[src/source/rv32IsaPkg.sv]
package rv32IsaPkg;

    localparam int XLEN       = 32; // data path width
    localparam int REG_ADDR_W = 5;  // register index bits, full rv32i range
    localparam int OPCODE_W   = 7;  // instr[6:0]
    localparam int FUNCT3_W   = 3;  // instr[14:12]
    localparam int FUNCT7_W   = 7;  // instr[31:25]

    localparam logic [FUNCT7_W-1:0] F7_BASE = 7'b0000000; // add, srl and the rest
    localparam logic [FUNCT7_W-1:0] F7_ALT  = 7'b0100000; // sub and sra only

    typedef enum logic [OPCODE_W-1:0] {
        LOAD   = 7'b0000011, // not handled here
        OP_IMM = 7'b0010011, // alu with immediate
        AUIPC  = 7'b0010111, // needs a pc
        STORE  = 7'b0100011, // no memory port
        OP     = 7'b0110011, // register-register alu
        LUI    = 7'b0110111, // upper immediate
        BRANCH = 7'b1100011, // condition only
        JALR   = 7'b1100111,
        JAL    = 7'b1101111,
        SYSTEM = 7'b1110011  // ecall, ebreak, csr
    } opcode_t;

    typedef enum logic [FUNCT3_W-1:0] {
        F3_ADD = 3'd0, F3_SLL = 3'd1, F3_SLT = 3'd2, F3_SLTU = 3'd3,
        F3_XOR = 3'd4, F3_SR  = 3'd5, F3_OR  = 3'd6, F3_AND  = 3'd7
    } aluFunct3_t; // OP and OP_IMM funct3

    typedef enum logic [FUNCT3_W-1:0] {
        F3_BEQ = 3'd0, F3_BNE = 3'd1, F3_BLT  = 3'd4,
        F3_BGE = 3'd5, F3_BLTU = 3'd6, F3_BGEU = 3'd7
    } brFunct3_t; // 2 and 3 are reserved

    typedef enum logic [3:0] {
        ADD = 4'd0, SUB = 4'd1, SLL = 4'd2, SLT = 4'd3, SLTU = 4'd4,
        XOR = 4'd5, SRL = 4'd6, SRA = 4'd7, OR = 4'd8, AND = 4'd9,
        BEQ = 4'd10, BNE = 4'd11, BLT = 4'd12, BGE = 4'd13, BLTU = 4'd14, BGEU = 4'd15
    } aluOp_t; // full 4-bit space used

endpackage

[src/source/execCtrlPkg.sv]
package execCtrlPkg;

    import rv32IsaPkg::*;

    // fields pulled out of one instruction word
    typedef struct packed {
        logic [REG_ADDR_W-1:0] rs1;    // first source index
        logic [REG_ADDR_W-1:0] rs2;    // second source index
        logic [REG_ADDR_W-1:0] rd;     // destination index
        opcode_t               opcode; // major opcode
        logic [FUNCT3_W-1:0]   funct3; // meaning depends on opcode
        logic [FUNCT7_W-1:0]   funct7; // alt bit for sub/sra
        logic [XLEN-1:0]       imm;    // sign-extended, per format
        logic                  rangeErr; // index beyond numRegs
    } decoded_t;

    typedef struct packed {
        aluOp_t aluOp;     // operation for the alu
        logic   aluSrcImm; // opB from immediate
        logic   regWrite;  // final write enable, already qualified
        logic   wbSelImm;  // writeback immediate, lui
        logic   isBranch;  // compare only, no writeback
    } ctrlWord_t;

    typedef struct packed {
        logic                  valid;       // accepted the cycle before
        logic [REG_ADDR_W-1:0] rd;          // written register, zero if none
        logic [XLEN-1:0]       data;        // writeback value
        logic                  branchTaken; // branch condition true
        logic                  zero;        // result is zero
        logic                  err;         // instruction rejected
    } execResult_t;

endpackage

[src/source/instrDecoder.sv]
`timescale 1ns/1ps

module instrDecoder
    import rv32IsaPkg::*;
    import execCtrlPkg::*;
#(
    parameter int numRegs = 32 // 32 rv32i, 16 rv32e
) (
    input  logic [31:0] instr, // raw instruction word
    output decoded_t    dec    // fields, immediate, range flag
);

    opcode_t         opcode;             // cast of instr[6:0]
    logic [XLEN-1:0] immI, immB, immU;   // candidate immediates
    logic            useRs1, useRs2, useRd; // which indices the format has

    function automatic logic outOfRange(input logic [REG_ADDR_W-1:0] idx);
        return int'(idx) >= numRegs; // only bites for rv32e
    endfunction

    assign opcode = opcode_t'(instr[OPCODE_W-1:0]);

    assign immI = {{(XLEN-12){instr[31]}}, instr[31:20]};
    assign immB = {{(XLEN-13){instr[31]}}, instr[31], instr[7], instr[30:25],
                   instr[11:8], 1'b0}; // bit 0 always zero
    assign immU = {instr[31:12], 12'b0};

    always_comb begin
        useRs1  = 1'b0;
        useRs2  = 1'b0;
        useRd   = 1'b0;
        dec.imm = immI; // i-format unless told otherwise
        case (opcode)
            OP: begin
                useRs1 = 1'b1;
                useRs2 = 1'b1;
                useRd  = 1'b1;
            end
            OP_IMM: begin
                useRs1 = 1'b1;
                useRd  = 1'b1;
            end
            LUI: begin
                useRd   = 1'b1;
                dec.imm = immU;
            end
            BRANCH: begin
                useRs1  = 1'b1;
                useRs2  = 1'b1;
                dec.imm = immB;
            end
            default: ; // control unit rejects these anyway
        endcase

        dec.rs1      = instr[19:15];
        dec.rs2      = instr[24:20];
        dec.rd       = instr[11:7];
        dec.opcode   = opcode;
        dec.funct3   = instr[14:12];
        dec.funct7   = instr[31:25];
        dec.rangeErr = (useRs1 && outOfRange(dec.rs1)) ||
                       (useRs2 && outOfRange(dec.rs2)) ||
                       (useRd && outOfRange(dec.rd)); // unused fields ignored
    end

endmodule

[src/source/controlUnit.sv]
`timescale 1ns/1ps

module controlUnit
    import rv32IsaPkg::*;
    import execCtrlPkg::*;
(
    input  logic            clk,
    input  logic            arstN,
    input  logic            instrValid, // instruction present this cycle
    input  decoded_t        dec,
    output ctrlWord_t       ctrl,
    input  logic            aluZero,
    input  logic            aluCond,    // branch compare outcome
    input  logic            aluErr,     // alu saw an unknown op
    input  logic [XLEN-1:0] wbData,     // selected writeback value
    output execResult_t     result      // registered record
);

    logic        decErr;     // unsupported or malformed
    logic        anyErr;     // decode or alu error
    logic        writes;     // instruction class has a destination
    logic        f7Base;     // funct7 all zero
    logic        f7Alt;      // funct7 selects sub/sra
    execResult_t resultNext;

    assign f7Base = dec.funct7 == F7_BASE;
    assign f7Alt  = dec.funct7 == F7_ALT;
    assign anyErr = decErr || aluErr;

    always_comb begin
        ctrl.aluOp     = ADD;
        ctrl.aluSrcImm = 1'b0;
        ctrl.wbSelImm  = 1'b0;
        ctrl.isBranch  = 1'b0;
        writes         = 1'b0;
        decErr         = dec.rangeErr;
        case (dec.opcode)
            OP, OP_IMM: begin
                writes         = 1'b1;
                ctrl.aluSrcImm = dec.opcode == OP_IMM;
                case (dec.funct3)
                    F3_ADD:  ctrl.aluOp = (dec.opcode == OP && f7Alt) ? SUB : ADD;
                    F3_SLL:  ctrl.aluOp = SLL;
                    F3_SLT:  ctrl.aluOp = SLT;
                    F3_SLTU: ctrl.aluOp = SLTU;
                    F3_XOR:  ctrl.aluOp = XOR;
                    F3_SR:   ctrl.aluOp = f7Alt ? SRA : SRL;
                    F3_OR:   ctrl.aluOp = OR;
                    default: ctrl.aluOp = AND; // F3_AND
                endcase
                if (dec.opcode == OP) begin
                    decErr |= !(f7Base || (f7Alt && (dec.funct3 == F3_ADD ||
                                                     dec.funct3 == F3_SR)));
                end else if (dec.funct3 == F3_SLL) begin
                    decErr |= !f7Base; // slli shamt top bits
                end else if (dec.funct3 == F3_SR) begin
                    decErr |= !(f7Base || f7Alt); // srli or srai only
                end
            end
            LUI: begin
                writes        = 1'b1;
                ctrl.wbSelImm = 1'b1; // alu result ignored
            end
            BRANCH: begin
                ctrl.isBranch = 1'b1;
                case (dec.funct3)
                    F3_BEQ:  ctrl.aluOp = BEQ;
                    F3_BNE:  ctrl.aluOp = BNE;
                    F3_BLT:  ctrl.aluOp = BLT;
                    F3_BGE:  ctrl.aluOp = BGE;
                    F3_BLTU: ctrl.aluOp = BLTU;
                    F3_BGEU: ctrl.aluOp = BGEU;
                    default: decErr = 1'b1; // reserved funct3
                endcase
            end
            default: decErr = 1'b1; // load, store, jumps, auipc, system
        endcase
        ctrl.regWrite = instrValid && writes && !decErr;
    end

    always_comb begin
        resultNext = '0; // idle cycle gives an all-zero record
        if (instrValid) begin
            resultNext.valid = 1'b1;
            resultNext.err   = anyErr;
            if (!anyErr) begin
                resultNext.rd          = ctrl.regWrite ? dec.rd : '0;
                resultNext.data        = wbData;
                resultNext.branchTaken = ctrl.isBranch && aluCond;
                resultNext.zero        = ctrl.wbSelImm ? (wbData == '0) : aluZero;
            end
        end
    end

    always_ff @(posedge clk or negedge arstN) begin
        if (!arstN) begin
            result <= '0;
        end else begin
            result <= resultNext; // one cycle latency
        end
    end

    zeroMatchesData: assert property (@(posedge clk) disable iff (!arstN)
        result.valid && !result.err |-> result.zero == (result.data == '0))
        else $error("zero flag disagrees with the reported data");

    errBlocksWrite: assert property (@(posedge clk) disable iff (!arstN)
        instrValid && anyErr |-> !ctrl.regWrite)
        else $error("erroring instruction enabled a register write");

endmodule

[src/source/alu.sv]
`timescale 1ns/1ps

module alu
    import rv32IsaPkg::*;
(
    input  aluOp_t          op,   // from control word
    input  logic [XLEN-1:0] opA,  // rs1 data
    input  logic [XLEN-1:0] opB,  // rs2 data or immediate
    output logic [XLEN-1:0] y,
    output logic            zero, // y == 0
    output logic            cond, // branch condition
    output logic            err   // op not recognised
);

    localparam int SHAMT_W = $clog2(XLEN); // 5 bits for rv32

    logic [SHAMT_W-1:0] shamt;    // shift amount, upper opB bits dropped
    logic               eq;       // opA == opB
    logic               ltSigned; // two's complement compare
    logic               ltUnsigned;

    assign shamt      = opB[SHAMT_W-1:0];
    assign eq         = opA == opB;
    assign ltSigned   = $signed(opA) < $signed(opB);
    assign ltUnsigned = opA < opB;

    always_comb begin
        y    = '0; // branches leave y at zero
        cond = 1'b0;
        err  = 1'b0;
        case (op)
            ADD:  y = opA + opB;
            SUB:  y = opA - opB;
            SLL:  y = opA << shamt;
            SLT:  y = {{(XLEN-1){1'b0}}, ltSigned};
            SLTU: y = {{(XLEN-1){1'b0}}, ltUnsigned};
            XOR:  y = opA ^ opB;
            SRL:  y = opA >> shamt;          // zero fill
            SRA:  y = $signed(opA) >>> shamt; // sign fill
            OR:   y = opA | opB;
            AND:  y = opA & opB;
            BEQ:  cond = eq;
            BNE:  cond = !eq;
            BLT:  cond = ltSigned;
            BGE:  cond = !ltSigned;
            BLTU: cond = ltUnsigned;
            BGEU: cond = !ltUnsigned;
            default: begin
                err = 1'b1; // only on x or a corrupted op
            end
        endcase
    end

    assign zero = y == '0;

endmodule

[src/source/registerFile.sv]
`timescale 1ns/1ps

module registerFile
    import rv32IsaPkg::*;
#(
    parameter int numRegs = 32 // 32 rv32i, 16 rv32e
) (
    input  logic                  clk,
    input  logic                  arstN,
    input  logic [REG_ADDR_W-1:0] raddrA, // rs1
    input  logic [REG_ADDR_W-1:0] raddrB, // rs2
    output logic [XLEN-1:0]       rdataA,
    output logic [XLEN-1:0]       rdataB,
    input  logic                  we,     // qualified write enable
    input  logic [REG_ADDR_W-1:0] waddr,  // rd
    input  logic [XLEN-1:0]       wdata
);

    localparam int IDX_W = $clog2(numRegs); // storage index bits

    logic [XLEN-1:0] regs [numRegs]; // x0 slot kept but never written

    always_ff @(posedge clk or negedge arstN) begin
        if (!arstN) begin
            for (int i = 0; i < numRegs; i++) begin
                regs[i] <= '0;
            end
        end else if (we && waddr != '0) begin // writes to x0 dropped
            regs[waddr[IDX_W-1:0]] <= wdata;
        end
    end

    // combinational reads, new value visible the cycle after the write
    assign rdataA = (raddrA == '0) ? '0 : regs[raddrA[IDX_W-1:0]];
    assign rdataB = (raddrB == '0) ? '0 : regs[raddrB[IDX_W-1:0]];

    wrAddrInRange: assert property (@(posedge clk) disable iff (!arstN)
        we |-> int'(waddr) < numRegs)
        else $error("register write beyond numRegs");

endmodule

[src/source/execCore.sv]
`timescale 1ns/1ps

module execCore
    import rv32IsaPkg::*;
    import execCtrlPkg::*;
#(
    parameter int numRegs = 32 // 16 gives an rv32e core
) (
    input  logic        clk,
    input  logic        arstN,
    input  logic        instrValid, // one instruction per cycle, no stall
    input  logic [31:0] instr,
    output execResult_t result      // one cycle after instrValid
);

    decoded_t        dec;            // decoder to control and regs
    ctrlWord_t       ctrl;           // control to datapath
    logic [XLEN-1:0] rdataA, rdataB; // register read ports
    logic [XLEN-1:0] opB;            // second alu operand
    logic [XLEN-1:0] aluY;
    logic [XLEN-1:0] wbData;         // value for rd and the record
    logic            aluZero, aluCond, aluErr;

    assign opB    = ctrl.aluSrcImm ? dec.imm : rdataB; // i-type uses immediate
    assign wbData = ctrl.wbSelImm ? dec.imm : aluY;    // lui bypasses alu

    instrDecoder #(.numRegs(numRegs)) decoder (
        .instr (instr),
        .dec   (dec)
    );

    controlUnit ctrlUnit (
        .clk        (clk),
        .arstN      (arstN),
        .instrValid (instrValid),
        .dec        (dec),
        .ctrl       (ctrl),
        .aluZero    (aluZero),
        .aluCond    (aluCond),
        .aluErr     (aluErr),
        .wbData     (wbData),
        .result     (result)
    );

    alu aluUnit (
        .op   (ctrl.aluOp),
        .opA  (rdataA),
        .opB  (opB),
        .y    (aluY),
        .zero (aluZero),
        .cond (aluCond),
        .err  (aluErr)
    );

    registerFile #(.numRegs(numRegs)) regs (
        .clk    (clk),
        .arstN  (arstN),
        .raddrA (dec.rs1),
        .raddrB (dec.rs2),
        .rdataA (rdataA),
        .rdataB (rdataB),
        .we     (ctrl.regWrite), // valid, writing class, no error
        .waddr  (dec.rd),
        .wdata  (wbData)
    );

endmodule

[config.mk]
export PLATFORM = sky130hd
export DESIGN_NAME = execCore
export DESIGN_NICKNAME = d
export VERILOG_FILES = /design/src/source/rv32IsaPkg.sv /design/src/source/execCtrlPkg.sv /design/src/source/instrDecoder.sv /design/src/source/controlUnit.sv /design/src/source/alu.sv /design/src/source/registerFile.sv /design/src/source/execCore.sv
export SDC_FILE = /design/constraint.sdc
export NUM_CORES = 2
export LEC_CHECK = 0
export BUFFER_PORTS_ARGS = -buffer_cell sky130_fd_sc_hd__clkbuf_2
export CAP_MARGIN = 20
export CELL_PAD_IN_SITES_DETAIL_PLACEMENT = 2
export CELL_PAD_IN_SITES_GLOBAL_PLACEMENT = 2
export CORE_MARGIN = 5
export CORE_UTILIZATION = 40
export CTS_BUF_LIST = sky130_fd_sc_hd__clkbuf_8
export CTS_CLUSTER_SIZE = 20
export DETAILED_ROUTE_END_ITERATION = 16
export GPL_TIMING_DRIVEN = 0
export PLACE_DENSITY_LB_ADDON = 0.05
export SYNTH_ARGS = -nofsm -noshare
export SYNTH_HDL_FRONTEND = slang
export SYNTH_SLANG_ARGS = --single-unit
[constraint.sdc]
create_clock -name clk -period 6.65 [get_ports clk]
set_clock_uncertainty 0.1 [all_clocks]
set_input_delay 1.33 -clock clk [delete_from_list [all_inputs] [get_ports clk]]
set_output_delay 1.33 -clock clk [all_outputs]
set_load 0.01 [all_outputs]
==> flow_metrics.py, run 1 <==
metrics = {
    "yosys": {
        "synth_area_um2": 64630,
        "synth_cells": 6404,
        "yosysWarningCount": 0,
        "avgSynthCellArea_um2": 10.09,
        "synth_cell_type_count": 106,
        "synth.largest_area_cell": "dfrtp_1",
        "synth_area_leaders": "dfrtp_1, mux4_2, o21ai_0, nand2_1, mux2i_1",
        "async_flop_share_pct": 100.0,
        "ys_seq_area_share_pct": 41.24,
        "synth_top_area_share_pct": 41.24,
        "synth_edf_count": 0,
        "synth-seq-cells": 1065,
        "synth_ff_type": "dfrtp_1",
        "syn_nets": 6544,
    },
    "floorplanning": {
        "rows": 147,
        "die_y_um": 412.0,
        "die_w_um": 412.0,
        "start_util_pct": 40.25,
        "boundaryPins": 76,
    },
    "timing": {
        "endpoint_type": "sequential cell input",
        "worstEndpointGrtRepair": "ctrlUnit.result[1]$_DFF_PN0_/D",
    },
    "placement": {
        "dp.cells": 8713,
        "dp_hpwl_mm": 337.0,
        "gp_congestion": 1.065,
        "portBuffers": 68,
    },
    "clock_network": {
        "postCtsHoldBufs": 0,
        "h-tree-depth": 4,
        "numCtsBuffers": 192,
        "cts_buffer_depth": 3,
        "root_buffer": "clkbuf_8",
        "clock-sinks": 1065,
    },
    "grt": {
        "grt_usage_pct": 71.33,
        "grt_max_degree": 110,
        "grt-ovfl-total": 83,
    },
    "status": {
        "firstError": "[ERROR GRT-0232] Routing congestion too high. Check the congestion heatmap in the GUI.",
        "stop_stage": "global routing",
        "status": "aborted with a tool error",
    },
}
-- kinds of logic after synthesis --
logic type	after synthesis	share of synthesized area, %
and+or+nand+nor	1843	12.29
AOI/OAI and AO/OA	1710	15.96
DFF	1065	41.24
muxes	912	22.97
buffers and inverters	742	5.117
adders and majority gates	105	2.056
xor gates and xnor gates	27	0.3659
-- metrics by stage --
step / utilization (%) / cell area, um^2 / setup slack [ns] / setup TNS (ns)
after floorplan: - / 64960 / -0.3330 / -46.26
after global placement: 42.35 / 68000 / -23.10 / -
after detailed placement: 43.14 / 69270 / -5.664 / -4210.59
after CTS: 49.27 / 79120 / -0.2541 / -35.02
-- what timing repair did --
action / CTS
pin swaps: 157
setup endpoints to repair: 1026
buffers inserted: 189
cloned: 11
gates resized for setup: 1071
-- cell usage after synthesis, types with 22 or more instances --
master    number
nand2_1     1181
dfrtp_1     1065
o21ai_0      954
clkbuf_1     464
mux4_2       431
mux2i_1      318
nor2_1       211
a21oi_1      159
mux2_2       154
nand3_1      132
a22oi_1      122
ha_1         103
inv_1         93
buf_2         74
nor3_1        65
o211ai_1      53
buf_1         43
a211oi_1      42
o21ai_1       42
buf_6         38
nand2b_1      37
nand4_1       34
a21o_1        28
a31oi_1       28
o22ai_1       28
nor4_1        27
and3_1        26
nor2b_1       23
xnor2_1       22
-- per-layer routing --
layer,global-route usage (%),overflow
met1,72.03,0
met2,88.74,37
met3,53.90,4
met4,69.85,42
met5,28.59,0
==> inputs of run 2 (changes only) <==
--- a/config.mk
+++ b/config.mk
@@ -7,15 +7,11 @@
 export LEC_CHECK = 0
 export BUFFER_PORTS_ARGS = -buffer_cell sky130_fd_sc_hd__clkbuf_2
 export CAP_MARGIN = 20
-export CELL_PAD_IN_SITES_DETAIL_PLACEMENT = 2
-export CELL_PAD_IN_SITES_GLOBAL_PLACEMENT = 2
 export CORE_MARGIN = 5
-export CORE_UTILIZATION = 40
-export CTS_BUF_LIST = sky130_fd_sc_hd__clkbuf_8
-export CTS_CLUSTER_SIZE = 20
+export CORE_UTILIZATION = 25
 export DETAILED_ROUTE_END_ITERATION = 16
 export GPL_TIMING_DRIVEN = 0
-export PLACE_DENSITY_LB_ADDON = 0.05
+export PLACE_DENSITY_LB_ADDON = 0.15
 export SYNTH_ARGS = -nofsm -noshare
 export SYNTH_HDL_FRONTEND = slang
 export SYNTH_SLANG_ARGS = --single-unit
==> run 2 against run 1 <==
The flow now finishes, with violations (setup timing); synthesized area is the same; synthesized cell count unchanged.
==> flow_metrics.py, run 2 <==
metrics = {
    "yosys": {
        "yosysWarningCount": 0,
        "ys_seq_area_share_pct": 41.24,
        "yosys-top-cells-count": "nand2_1, dfrtp_1, o21ai_0, clkbuf_1, mux4_2",
        "synth-seq-cells": 1065,
        "synth_area_um2": 64630,
        "synth_ff_type": "dfrtp_1",
        "syn_nets": 6544,
        "async_flop_share_pct": 100.0,
        "synth_edf_count": 0,
        "avgSynthCellArea_um2": 10.09,
        "synth_cells": 6404,
        "synth_cell_type_count": 106,
        "yosysMostFrequentCell": "nand2_1",
        "synth_area_leaders": "dfrtp_1, mux4_2, o21ai_0, nand2_1, mux2i_1",
        "synth_top_area_share_pct": 41.24,
        "synth.largest_area_cell": "dfrtp_1",
    },
    "timing": {
        "period_share_pct": 115.1,
        "setup_viol_count_final": 1016,
        "hold-worst-slack_ns": 0.3783,
        "tightest_slew_ns": 1.324,
        "hold_violations": 0,
        "slew-limit-headroom_pct": 10.82,
        "fmax_mhz": 130.7,
        "slew_viol_final": 0,
        "rsz0062_at_grt": "yes",
        "fin_ws_ns": -1.001,
        "finalSetupTns_ns": -550.78,
        "layout_min_cycle_time_ns": 7.651,
    },
    "route": {
        "ant_nets": 0,
        "drt_pass1_iterations": 6,
        "vias": 61590,
        "wl_mm": 430.2,
        "drt_iter0_markers": 7813,
        "viasPerCell": 5.942,
        "wl_per_cell_um": 41.50,
        "drc": 0,
    },
    "setup_path": {
        "critical_path.endpoint": "ctrlUnit.result[1]$_DFF_PN0_",
        "r2r_slack_ns": -0.32,
        "worstSetupPathType": "in -> reg",
        "cp_top_family": "simple AND/OR/NAND/NOR gates",
        "cpMaxStageDelayCell": "o221ai_2",
        "crit_path_max_incr_delay_ns": 0.53,
        "worstPathMaxFanout": 11,
        "startpoint": "instr[17]",
        "worstPathRequired_ns": 7.20,
        "timing.rr.start": "regs.regs[930]$_DFFE_PN0P_",
        "start_kind": "input port",
        "end_kind": "flip-flop",
        "critPathArrivalTime_ns": 8.21,
        "cp_num_cells": 20,
        "crit_chain": "clkbuf_2 > clkbuf_4 > buf_4 > buf_6 > buf_1 > buf_16 > o211ai_1 > a31oi_1 > nand3_1 > and2_1 > inv_1 > o21ai_0 > mux2i_1 > mux2i_1 > o221ai_2 > nand4_1 > nand4b_1 > and4b_1 > nand4_1 > o31ai_4",
        "r2r_end": "regs.regs[916]$_DFFE_PN0P_",
        "r2r_cells": 26,
        "path_buf_inv": 7,
    },
    "clock_network": {
        "clk_latency_ns": 0.81,
        "postCtsHoldBufs": 0,
        "numCtsBuffers": 136,
        "cts_buffer_depth": 3,
        "clock-sinks": 1065,
        "tritoncts": "yes",
        "h-tree-depth": 4,
        "root_buffer": "clkbuf_16",
        "clkTransAtPathRegs_ns": 0.06,
    },
    "finish": {
        "top_regs": "regs.regs (1024), ctrlUnit.result (41)",
        "largest_register_ff_count": 1024,
        "nNetsFinal": 7000,
        "drive_above_1_share_pct": 25.14,
        "syn_to_final_growth_pct": 25.29,
        "seq_area_um2": 26650,
        "layout_commonest_cell": "nand2_1",
        "fillers": 26800,
        "final_util_pct": 31.49,
        "regMostFlops": "regs.regs",
        "multi_input_area_um2": 36480,
        "final_cell_mix": "nand2_1, dfrtp_1, o21ai_0",
    },
    "grt": {
        "grt_max_degree": 106,
        "grt_pass1_wl_mm": 561.9,
        "antenna_found_initial": 32,
        "grt_usage_pct": 30.86,
        "grt-ovfl-total": 0,
        "grt_pass1_vias": 59400,
    },
    "floorplanning": {
        "rows": 186,
        "die_w_um": 518.4,
        "core_area_um2": 257200,
        "dieArea_um2": 268800,
        "boundaryPins": 76,
        "start_util_pct": 25.13,
        "die_y_um": 518.4,
    },
    "power_and_ir_drop": {
        "peakVddDrop_uv": 244.9,
        "p_leak_uw": 0.03396,
        "p_per_area_nw_per_um2": 228.1,
    },
    "flow_run": {
        "max-cap-violations": 0,
    },
    "status": {
        "violations": "setup timing",
        "status": "finished, violations left",
    },
    "placement": {
        "portBuffers": 68,
        "dp_hpwl_mm": 323.3,
        "gp_congestion": 1.056,
    },
    "hold_path": {
        "min_path_type": "in -> async",
    },
}
run 2: cell counts after synthesis:
No cell type changed its count.
run 2: metrics by stage:
stage,area [um^2],setup slack (ns),std cells,total power [uW]
final,80970,-1.001,10370,18470
after global routing,80930,-0.7553,10350,18800
after CTS,79430,-0.8165,10280,18220
after detailed placement,70670,-5.886,9923,10020
after global placement,69540,-24.34,9856,9983
after floorplan,64960,-0.3330,6404,8100
run 2: worst min-delay path by stage:
stage                                            from                           to  slack [ns]  cells after the start
after floorplan            regs.regs[993]$_DFFE_PN0P_   regs.regs[993]$_DFFE_PN0P_        0.34                      1
after global placement    regs.regs[1008]$_DFFE_PN0P_  regs.regs[1008]$_DFFE_PN0P_        0.36                      1
after detailed placement   regs.regs[997]$_DFFE_PN0P_   regs.regs[997]$_DFFE_PN0P_        0.37                      1
after CTS                                       arstN   regs.regs[184]$_DFFE_PN0P_        0.36                      1
after global routing                            arstN   regs.regs[152]$_DFFE_PN0P_        0.38                      1
final                                           arstN   regs.regs[184]$_DFFE_PN0P_        0.38                      1
run 2: layout make-up:
| type | instances | area share (%) |
|---|---|---|
| repair buffers | 336 | 4.095 |
| inverters | 101 | 0.4883 |
| diodes | 20 | 0.06181 |
| well taps | 3384 | 5.229 |
| multi-input cells | 4597 | 45.05 |
| flip-flops and latches | 1065 | 32.91 |
| clock inverters | 44 | 0.7974 |
| plain buffers | 623 | 6.470 |
| clock buffers | 196 | 4.892 |
run 2: cell families after synthesis:
| logic type | Yosys count | share of synthesized area [%] |
|---|---|---|
| and+or+nand+nor | 1843 | 12.29 |
| AOI/OAI and AO/OA | 1710 | 15.96 |
| DFF | 1065 | 41.24 |
| muxes | 912 | 22.97 |
| buffers and inverters | 742 | 5.117 |
| adders and majority gates | 105 | 2.056 |
| xor gates and xnor gates | 27 | 0.3659 |
run 2: what timing repair did:
item	in CTS	in global routing
gates cloned	3	4
endpoints found under the hold margin	0	0
resized for setup	725	294
setup buffers	123	69
pin swaps	67	93
setup endpoints to repair	1026	1020
run 2: power by group:
group / total [uW] / switching [uW] / internal, uW / leakage [uW]
clock network: 7780 / 3290 / 4490 / 0.00226
registers: 6490 / 2.63 / 6490 / 0.0149
logic: 4200 / 2990 / 1210 / 0.0168
run 2: routing by layer:
layer | GRT usage, % | part of all wire [%]
met2 | 46.31 | 43
met4 | 23.86 | 9.8
met1 | 37.83 | 38
met3 | 7.898 | 9.3
met5 | 0.4267 | 0.048
Note: power is estimated with default switching activity, not from simulation.
